<file path="src/hw/fetch_pkg.sv">
package fetch_pkg;

    localparam int WORD_BITS  = 32;
    localparam int LINE_WORDS = 4;
    localparam int LINE_BITS  = LINE_WORDS * WORD_BITS;
    localparam int NUM_LINES  = 16;

    typedef logic [31:0]          addr_t;
    typedef logic [WORD_BITS-1:0] word_t;
    typedef logic [LINE_BITS-1:0] line_t;   // Word 0 in the low bits.
    typedef logic [3:0]           index_t;  // Address bits 7:4.
    typedef logic [23:0]          tag_t;    // Address bits 31:8.
    typedef logic [1:0]           beat_t;
    typedef logic [1:0]           resp_t;

    localparam addr_t SDRAM_BASE = 32'hA000_0000;
    localparam addr_t SDRAM_END  = 32'hBFFF_FFFF;

    localparam logic [3:0] FETCH_ID  = 4'h1;
    localparam resp_t      RESP_OKAY = 2'b00;

    localparam logic [2:0] AR_SIZE_WORD  = 3'd2;     // 4 bytes per beat.
    localparam logic [7:0] AR_LEN_LINE   = 8'(LINE_WORDS - 1);
    localparam logic [7:0] AR_LEN_SINGLE = 8'd0;
    localparam logic [1:0] BURST_FIXED   = 2'b00;
    localparam logic [1:0] BURST_INCR    = 2'b01;

    typedef enum logic [2:0] {
        IDLE,
        LOOKUP,
        ADDR,
        DATA,
        RESP
    } ctrl_state_t;

endpackage
</file>
<file path="src/hw/fetch_top.sv">
`timescale 1ns/100ps

module fetch_top
    import fetch_pkg::*;
(
    input  logic       clk,
    input  logic       rst,
    input  logic       pc_valid,
    input  addr_t      pc,
    output logic       pc_ready,
    output logic       inst_valid,
    output word_t      inst,
    output logic       access_fault,
    input  logic       inst_ready,
    output logic       arvalid,
    input  logic       arready,
    output addr_t      araddr,
    output logic [3:0] arid,
    output logic [7:0] arlen,
    output logic [2:0] arsize,
    output logic [1:0] arburst,
    input  logic       rvalid,
    output logic       rready,
    input  word_t      rdata,
    input  resp_t      rresp,
    input  logic       rlast,
    input  logic [3:0] rid
);

    logic   hit;
    word_t  rd_word;
    logic   lookup_en;
    index_t lookup_idx;
    tag_t   lookup_tag;
    logic   line_we;
    index_t line_idx;
    tag_t   line_tag;
    line_t  line;
    logic   beat_clr;
    logic   beat_inc;
    logic   beat_take;
    beat_t  beat;
    logic   beat_last;
    logic   err;

    assign arid   = FETCH_ID;       // Single ID, so rid is not checked.
    assign arsize = AR_SIZE_WORD;

    fetch_ctrl u_ctrl (
        .clk          (clk),
        .rst          (rst),
        .pc_valid     (pc_valid),
        .pc           (pc),
        .inst_ready   (inst_ready),
        .hit          (hit),
        .rd_word      (rd_word),
        .beat_last    (beat_last),
        .err          (err),
        .arready      (arready),
        .rvalid       (rvalid),
        .rlast        (rlast),
        .pc_ready     (pc_ready),
        .inst_valid   (inst_valid),
        .inst         (inst),
        .access_fault (access_fault),
        .lookup_en    (lookup_en),
        .lookup_idx   (lookup_idx),
        .lookup_tag   (lookup_tag),
        .line_we      (line_we),
        .line_idx     (line_idx),
        .line_tag     (line_tag),
        .beat_clr     (beat_clr),
        .beat_inc     (beat_inc),
        .beat_take    (beat_take),
        .arvalid      (arvalid),
        .araddr       (araddr),
        .arlen        (arlen),
        .arburst      (arburst),
        .rready       (rready)
    );

    beat_counter u_beat (
        .clk       (clk),
        .rst       (rst),
        .clr       (beat_clr),
        .inc       (beat_inc),
        .beat      (beat),
        .beat_last (beat_last)
    );

    icache_array u_cache (
        .clk        (clk),
        .rst        (rst),
        .lookup_en  (lookup_en),
        .lookup_idx (lookup_idx),
        .lookup_tag (lookup_tag),
        .word_sel   (pc[3:2]),      // Valid while the request is accepted.
        .line_we    (line_we),
        .line_idx   (line_idx),
        .line_tag   (line_tag),
        .line       (line),
        .hit        (hit),
        .rd_word    (rd_word)
    );

    refill_buffer u_refill (
        .clk   (clk),
        .rst   (rst),
        .clr   (beat_clr),
        .take  (beat_take),
        .beat  (beat),
        .rdata (rdata),
        .rresp (rresp),
        .line  (line),
        .err   (err)
    );

endmodule

</file>
<file path="src/hw/fetch_ctrl.sv">
`timescale 1ns/100ps

module fetch_ctrl
    import fetch_pkg::*;
(
    input  logic       clk,
    input  logic       rst,
    input  logic       pc_valid,
    input  addr_t      pc,
    input  logic       inst_ready,
    input  logic       hit,
    input  word_t      rd_word,
    input  logic       beat_last,
    input  logic       err,
    input  logic       arready,
    input  logic       rvalid,
    input  logic       rlast,
    output logic       pc_ready,
    output logic       inst_valid,
    output word_t      inst,
    output logic       access_fault,
    output logic       lookup_en,
    output index_t     lookup_idx,
    output tag_t       lookup_tag,
    output logic       line_we,
    output index_t     line_idx,
    output tag_t       line_tag,
    output logic       beat_clr,
    output logic       beat_inc,
    output logic       beat_take,
    output logic       arvalid,
    output addr_t      araddr,
    output logic [7:0] arlen,
    output logic [1:0] arburst,
    output logic       rready
);

    ctrl_state_t state;
    addr_t       pc_q;
    addr_t       araddr_q;
    logic        sdram_q;   // Burst region.
    logic        chk_q;     // Beat taken, decide next step.
    logic        fin_q;     // Last word of the line was taken.
    logic        fault_q;
    logic        ready_q;
    logic        finish;

    assign pc_ready   = (state == IDLE) && ready_q;
    assign lookup_en  = pc_valid && pc_ready;
    assign lookup_idx = pc[7:4];
    assign lookup_tag = pc[31:8];
    assign line_idx   = pc_q[7:4];
    assign line_tag   = pc_q[31:8];

    assign arvalid = (state == ADDR);
    assign araddr  = araddr_q;
    assign arlen   = sdram_q ? AR_LEN_LINE : AR_LEN_SINGLE;
    assign arburst = sdram_q ? BURST_INCR : BURST_FIXED;

    assign rready    = (state == DATA) && !chk_q;
    assign beat_take = rvalid && rready;
    assign beat_inc  = beat_take;
    assign beat_clr  = (state == LOOKUP) && !hit;

    // A burst always ends here, single reads only on error or the last word.
    assign finish  = (state == DATA) && chk_q && (err || fin_q || sdram_q);
    assign line_we = finish && fin_q && !err;

    assign inst_valid   = (state == RESP);
    assign inst         = fault_q ? '0 : rd_word;
    assign access_fault = fault_q;

    always_ff @(posedge clk or posedge rst) begin
        if (rst) begin
            state   <= IDLE;
            ready_q <= 1'b0;
            sdram_q <= 1'b0;
            chk_q   <= 1'b0;
            fin_q   <= 1'b0;
            fault_q <= 1'b0;
        end else begin
            ready_q <= 1'b1;
            case (state)
                IDLE: begin
                    if (lookup_en)
                        state <= LOOKUP;
                end
                LOOKUP: begin
                    sdram_q <= (pc_q >= SDRAM_BASE) && (pc_q <= SDRAM_END);
                    fault_q <= 1'b0;
                    state   <= hit ? RESP : ADDR;
                end
                ADDR: begin
                    if (arready)
                        state <= DATA;
                end
                DATA: begin
                    if (beat_take) begin
                        chk_q <= !sdram_q || rlast;
                        fin_q <= beat_last;
                    end
                    if (chk_q) begin
                        chk_q <= 1'b0;
                        if (finish) begin
                            fault_q <= err || !fin_q;   // Short burst counts as a fault.
                            state   <= RESP;
                        end else begin
                            state <= ADDR;
                        end
                    end
                end
                RESP: begin
                    if (inst_ready)
                        state <= IDLE;
                end
                default: state <= IDLE;
            endcase
        end
    end

    always_ff @(posedge clk) begin
        if (lookup_en)
            pc_q <= pc;
        if (beat_clr)
            araddr_q <= {pc_q[31:4], 4'b0000};
        else if (chk_q && !finish)
            araddr_q <= araddr_q + 32'd4;   // Next single-beat word.
    end

    a_ar_hold: assert property (@(posedge clk) disable iff (rst)
        arvalid && !arready |=> arvalid && $stable(araddr));

    a_resp_hold: assert property (@(posedge clk) disable iff (rst)
        inst_valid && !inst_ready |=> inst_valid && $stable(inst) && $stable(access_fault));

endmodule

</file>
<file path="src/hw/refill_buffer.sv">
`timescale 1ns/100ps

module refill_buffer
    import fetch_pkg::*;
(
    input  logic  clk,
    input  logic  rst,
    input  logic  clr,
    input  logic  take,
    input  beat_t beat,
    input  word_t rdata,
    input  resp_t rresp,
    output line_t line,
    output logic  err
);

    logic [LINE_WORDS-1:0] mask_q;   // Words filled in this refill.

    always_ff @(posedge clk or posedge rst) begin
        if (rst) begin
            err    <= 1'b0;
            mask_q <= '0;
        end else if (clr) begin
            err    <= 1'b0;
            mask_q <= '0;
        end else if (take) begin
            err          <= err || (rresp != RESP_OKAY);
            mask_q[beat] <= 1'b1;
        end
    end

    always_ff @(posedge clk) begin
        if (take)
            line[beat*WORD_BITS +: WORD_BITS] <= rdata;
    end

    a_no_refill_twice: assert property (@(posedge clk) disable iff (rst)
        take && !clr |-> !mask_q[beat]);

endmodule

</file>
<file path="src/hw/icache_array.sv">
`timescale 1ns/100ps

module icache_array
    import fetch_pkg::*;
(
    input  logic   clk,
    input  logic   rst,
    input  logic   lookup_en,
    input  index_t lookup_idx,
    input  tag_t   lookup_tag,
    input  beat_t  word_sel,
    input  logic   line_we,
    input  index_t line_idx,
    input  tag_t   line_tag,
    input  line_t  line,
    output logic   hit,
    output word_t  rd_word
);

    tag_t                 tag_mem [NUM_LINES];
    line_t                data_mem [NUM_LINES];
    logic [NUM_LINES-1:0] valid_q;
    beat_t                sel_q;        // Word of the pending request.
    line_t                lookup_line;

    assign lookup_line = data_mem[lookup_idx];

    always_ff @(posedge clk or posedge rst) begin
        if (rst) begin
            valid_q <= '0;
            hit     <= 1'b0;
        end else begin
            if (line_we)
                valid_q[line_idx] <= 1'b1;
            if (lookup_en)
                hit <= valid_q[lookup_idx] && (tag_mem[lookup_idx] == lookup_tag);
        end
    end

    always_ff @(posedge clk) begin
        if (line_we) begin
            tag_mem[line_idx]  <= line_tag;
            data_mem[line_idx] <= line;
            // Refill also returns the requested word.
            rd_word <= line[sel_q*WORD_BITS +: WORD_BITS];
        end
        if (lookup_en) begin
            sel_q   <= word_sel;
            rd_word <= lookup_line[word_sel*WORD_BITS +: WORD_BITS];
        end
    end

endmodule

</file>
<file path="src/hw/beat_counter.sv">
`timescale 1ns/100ps

module beat_counter
    import fetch_pkg::*;
(
    input  logic  clk,
    input  logic  rst,
    input  logic  clr,
    input  logic  inc,
    output beat_t beat,
    output logic  beat_last
);

    always_ff @(posedge clk or posedge rst) begin
        if (rst) begin
            beat <= '0;
        end else if (clr) begin
            beat <= '0;
        end else if (inc) begin
            beat <= beat + 1'b1;    // Wraps after the last word.
        end
    end

    assign beat_last = (beat == beat_t'(LINE_WORDS - 1));

    a_clr_inc: assert property (@(posedge clk) disable iff (rst)
        !(clr && inc));

endmodule

</file>
<file path="config.mk">
export PLATFORM = sky130hd
export DESIGN_NAME = fetch_top
export DESIGN_NICKNAME = d
export VERILOG_FILES = /design/src/hw/fetch_pkg.sv /design/src/hw/fetch_top.sv /design/src/hw/fetch_ctrl.sv /design/src/hw/refill_buffer.sv /design/src/hw/icache_array.sv /design/src/hw/beat_counter.sv
export SDC_FILE = /design/constraint.sdc
export NUM_CORES = 2
export LEC_CHECK = 0
export ABC_CLOCK_PERIOD_IN_PS = 33800
export BUFFER_PORTS_ARGS = -buffer_cell sky130_fd_sc_hd__buf_2
export CORE_UTILIZATION = 46
export DETAILED_ROUTE_END_ITERATION = 10
export SYNTH_ARGS = -nofsm -noshare
export SYNTH_HDL_FRONTEND = slang
export SYNTH_SLANG_ARGS = --single-unit
</file>
<file path="constraint.sdc">
create_clock -name clk -period 33.8 [get_ports clk]
set_input_delay 3.38 -clock clk [delete_from_list [all_inputs] [get_ports clk]]
set_output_delay 3.38 -clock clk [all_outputs]
set_load 0.005 [all_outputs]
</file>
# Word level (Yosys, flattened, before mapping)
# Memory sizes are Yosys's and may differ from the RTL's.
# Index checks and enable logic that the tools add are counted.
# word_totals
mem_bits_rw,2432
input_bits,77
memories,2
output_inout_bits,86
elab_cells,105
regBits,254
# op_classes
n_eq_ne,11
order_cmp,5
n_addsub,3
shifts,4
mux,30
n_bitwise,1
n_reduce_logical,33
# mem_list
memory,depth,word_bits,read_ports,rd_clocked_by_memory_dff,wr,line_no,source
u_cache.data_mem,16,128,1,0,1,icache_array.sv:21,line_t data_mem [NUM_LINES];
u_cache.tag_mem,16,24,1,0,1,icache_array.sv:20,tag_t tag_mem [NUM_LINES];
# ops
op,n
$shiftx 128x8->32,2
$mux 32,5
$bwmux 128,1
$shift 32x34->128 const A,1
$shiftx 32x34->128,1
$neg 7->34,1
$add 32x3->32 const B,1
$ge 32x32->1 const B,1
$le 32x32->1 const B,1
$eq 24x24->1,1
$mux 3,6
$or 16x16->16,1
$pmux 3 s5,1
$logic_and 1x1->1,13
$mux 1,11
$lt 4x5->1 const B,2
$reduce_bool 2->1,5
$ne 2x1->1 const B,4
$eq 3x2->1 const B,2
$logic_not 1->1,6
$mux 2,3
$logic_or 1x1->1,5
$bmux 1 s4,1
$demux 1 s4,1
11 further kinds,11

# Longest topological paths before layout
# logic_depth
word_depth,7
mapped_depth,12
mapped_depth_nobuf,8

# By module
# From an unflattened synthesis, not the netlist that was laid out.
# unflattened
hier_cells,4398
area_unflattened_um2,104238.7
# modules_own_cells
module,instances,cells_each,area_per_inst_um2
icache_array,1,3731,95384.0
refill_buffer,1,297,4941.0
fetch_ctrl,1,353,3761.1
beat_counter,1,8,92.6
fetch_top,1,9,60.1

# Worst setup path before layout
# OpenSTA, ideal clock, no wires.
# synth_path
kind,register to register
startpoint,reg u_ctrl.state[0]
endpoint,reg u_cache.valid_q[0]
path_slack_ps,21121
stages_incl_launch_ff,7
t_required_ps,33669
arrival_ps,12548
setup_time_ps,131
cell_sequence,dfrtp_1 -> nor2b_1 -> and2_1 -> nand3_1 -> or3_1 -> nor3_1 -> or2_2
# synth_between
elab_chain_cells,5
# synth_rtl
item,line_no,source
from (decl),fetch_ctrl.sv:38,ctrl_state_t state;
from (signal assigned),fetch_ctrl.sv:91,state <= hit ? RESP : ADDR;
$eq 3x2->1,fetch_ctrl.sv:66,assign finish = (state == DATA) && chk_q && (err || fin_q || sdram_q);
$logic_and 1x1->1 (2 in series),fetch_ctrl.sv:66,
$logic_and 1x1->1 (2 in series),fetch_ctrl.sv:67,assign line_we = finish && fin_q && !err;
to (signal assigned),icache_array.sv:30,valid_q <= '0;
"to (signal, indexed assignment)",icache_array.sv:34,valid_q[line_idx] <= 1'b1;
to (decl),icache_array.sv:22,logic [NUM_LINES-1:0] valid_q;
# Every way passes these cells.
# A chain may end at the register's enable or synchronous reset.

# Worst setup path after layout
# layout_path
startpoint,in pc[5]
endpoint,"reg u_cache.rd_word[13], data pin"
# layout_between
elab_chain_cells,3
# layout_rtl
item,line_no,source
from (decl),fetch_top.sv:9,"input addr_t pc,"
$mem_v2 16x128,-,
$shiftx 128x8->32,icache_array.sv:49,rd_word <= lookup_line[word_sel*WORD_BITS +: WORD_BITS];
$mux 32,icache_array.sv:47,if (lookup_en) begin
to (signal assigned),icache_array.sv:45,rd_word <= line[sel_q*WORD_BITS +: WORD_BITS];
to (signal assigned),icache_array.sv:49,
to (decl),icache_array.sv:17,output word_t rd_word
# Every way passes these cells.

==> flow_metrics.env <==
export IMPL_grt_pass1_wl_um=353400
export IMPL_relSlewSlack=0.2313
export IMPL_layout_commonest_cell="edfxtp_1"
export IMPL_grt_usage=0.2168
export IMPL_cts_resized=0
export IMPL_clockBufferDepth=4
export IMPL_skew_ns=0.05028
export IMPL_num_vias=46983
export IMPL_worstSetupStartpointType="input pin"
export IMPL_die_w_um=476.4
export IMPL_max_freq_mhz=139.6
export IMPL_clkTransAtPathRegs_ns=0.06
export IMPL_hold_path_class="reg -> reg"
export IMPL_syn_area_per_cell_sq_um=24.06
export IMPL_worstMarginPinSlew_ns=1.153
export IMPL_drv_cap=0
export IMPL_power_leakage_uw=0.03635
export IMPL_intPower_uw=5661
export IMPL_mostFrequentLayoutCells="edfxtp_1, mux4_2, clkbuf_16"
export IMPL_ys_types=49
export IMPL_synth_area_sq_um=103500
export IMPL_synth_edff_count=2650
export IMPL_drtIter0Drc=4893
export IMPL_seq_area_frac_synth=0.7759
export IMPL_synth_area_leader_cell="edfxtp_1"
export IMPL_finalSetupViolCount=0
export IMPL_clk_latency_ns=0.94
export IMPL_peakVddDrop_mv=0.05669
export IMPL_htreeDepth=5
export IMPL_hold_viol_final=0
export IMPL_rows=173
export IMPL_end_kind="flip-flop"
export IMPL_io_pins=163
export IMPL_fin_crit_sh=0.2120
export IMPL_clkSinkCount=2680
export IMPL_gp_congestion=0.7459
export IMPL_overflow=0
export IMPL_dp_hpwl_um=118200
export IMPL_cts_hold_buffers=0
export IMPL_synth_area_leaders="edfxtp_1, mux4_2, and2_1"
export IMPL_run_status="completed"
export IMPL_clockRootBuffer="clkbuf_16"
export IMPL_synth_ff_type="edfxtp_1"
export IMPL_p_per_area_nw_per_um2=62.11
export IMPL_antenna_found_initial=27
export IMPL_core_sq_um=223000
export IMPL_post_cts_setup_buffers=0
export IMPL_power_switching_uw=1596
export IMPL_grt_max_degree=127
export IMPL_p_sw_frac=0.2199
export IMPL_wl_per_cell_um=31.49
export IMPL_cts_made_buffers=293
export IMPL_crit_required_ns=34.45
export IMPL_critical_path_arrival_ns=7.82
export IMPL_rsz0062_at_grt="no"
export IMPL_cp_max_fo=126
export IMPL_drt_pass1_iter_count=5
export IMPL_synth_top_cell_area_share=0.7687
export IMPL_io_buffers=140
export IMPL_fin_area_sq_um=116800
export IMPL_finalNetCount=4697
export IMPL_fin_setup_tns_ns=0
export IMPL_vias_per_cell=6.026
export IMPL_syn_to_final_growth_pct=12.87
export IMPL_start_util=0.4643
export IMPL_async_flop_share=0.01045
export IMPL_drc=0
export IMPL_postPlaceCellArea_sq_um=108000
export IMPL_power_frac_clock=0.412
export IMPL_yosys_warnings=0
export IMPL_wirelength_um=245600
export IMPL_pwr_share_seq=0.523
export IMPL_grt_pass1_vias=48233
export IMPL_tritoncts="yes"
export IMPL_die_area_sq_um=226900
export IMPL_fin_crit_ns=7.165
export IMPL_ys_ff_latch=2680
export IMPL_synth_cells=4302
export IMPL_die_h_um=476.4
export IMPL_pwr_share_comb=0.065
export IMPL_drv_slew=0
export IMPL_drive_gt1_frac=0.3099
export IMPL_ant_nets=0
export IMPL_critical_path_class="in -> reg"
## worst paths after layout
kind                                          from                      end  slack, ns  depth (start not counted)
worst max-delay path                         pc[5]      u_cache.rd_word[13]      26.64                          8
worst min-delay path            u_cache.valid_q[6]       u_cache.valid_q[6]       0.46                          1
worst max register to register     u_ctrl.state[0]  u_cache.data_mem[5][17]      29.06                          7
worst min register to register  u_cache.valid_q[6]       u_cache.valid_q[6]       0.46                          1
max in group asynchronous                      rst      u_ctrl.access_fault      30.91                          3
min in group asynchronous                      rst           u_ctrl.ready_q       2.54                          3
## cells by family after synthesis
logic type	share of synthesized area
AO/OA/AOI/OAI	0.003687
XOR/XNOR	0.005077
adder cells (fa/ha/maj)	0.0008460
buffers and inverters	0.01166
flip-flops	0.7759
multiplexers	0.1845
other	0.00007255
AND/OR/NAND/NOR	0.01831
## worst max-delay path, stage by stage
cell	delay (ns)
buf_8	0.47
buf_12	0.64
buf_4	0.76
buf_4	0.64
mux4_2	0.42
mux4_2	0.50
mux4_2	0.49
mux2_2	0.30
## sequential cells by signal, summed over array words and instances, names as in the netlist, 2 cells and up
register          cells
u_cache.rd_word      32
u_ctrl.state          3
u_beat.beat           2
u_ctrl.araddr        30
u_cache.valid_q      16
u_cache.data_mem   2048
u_refill.line       128
u_ctrl.pc_q          30
u_cache.tag_mem     384
## power groups by stage
stage	combinational (uW)	sequential (uW)	clock [uW]
after CTS	483	3790	3050
after detailed placement	482	3860	0
after floorplan	282	3830	0
after global routing	506	3800	3160
after global placement	481	3860	0
final	475	3790	2990
## per-layer routing
| layer | track usage | wire length, um |
|---|---|---|
| met5 | 0 | 72 |
| met4 | 0.05026 | 4794 |
| met3 | 0.03752 | 16920 |
| met2 | 0.3420 | 118300 |
| met1 | 0.3177 | 105500 |
## per-stage QoR
| stage | total power (uW) | instances | util | hold WS, ns | worst slack, ns |
|---|---|---|---|---|---|
| after floorplan | 4115 | 4317 | - | 0.4337 | 21.12 |
| after global routing | 7471 | 7791 | 0.5240 | 0.4746 | 26.46 |
| after detailed placement | 4344 | 7293 | 0.4844 | 0.4494 | 25.66 |
| after global placement | 4338 | 7293 | 0.4844 | 0.4457 | 25.68 |
| after CTS | 7324 | 7789 | 0.5240 | 0.4638 | 26.64 |
| final | 7257 | 7797 | 0.5240 | 0.4609 | 26.64 |
## area by class of cell
class | instances | area, sq um
Clock inverter | 122 | 1013
Tap cell | 2975 | 3722
Inverter | 14 | 52.55
Fill cell | 17138 | 106100
Sequential cell | 2680 | 80320
Antenna cell | 8 | 20.02
Clock buffer | 374 | 7806
Timing Repair Buffer | 237 | 1664
Multi-Input combinational cell | 1387 | 22240
## synth_stat cells, types with 8 or more instances
cell	count
buf_2	65
a21oi_1	8
edfxtp_1	2650
clkbuf_1	104
o21ai_0	32
or2_2	17
nor2b_1	39
xor2_1	27
and2_1	130
nand3_1	18
dfrtp_1	28
nor3_1	10
mux4_2	805
inv_1	13
and3_1	10
mux2_2	35
mux2i_1	57
buf_1	23
buf_4	38
xnor2_1	33
nand2_1	58
nor2_1	32
Power figures use the tool's default switching activity.
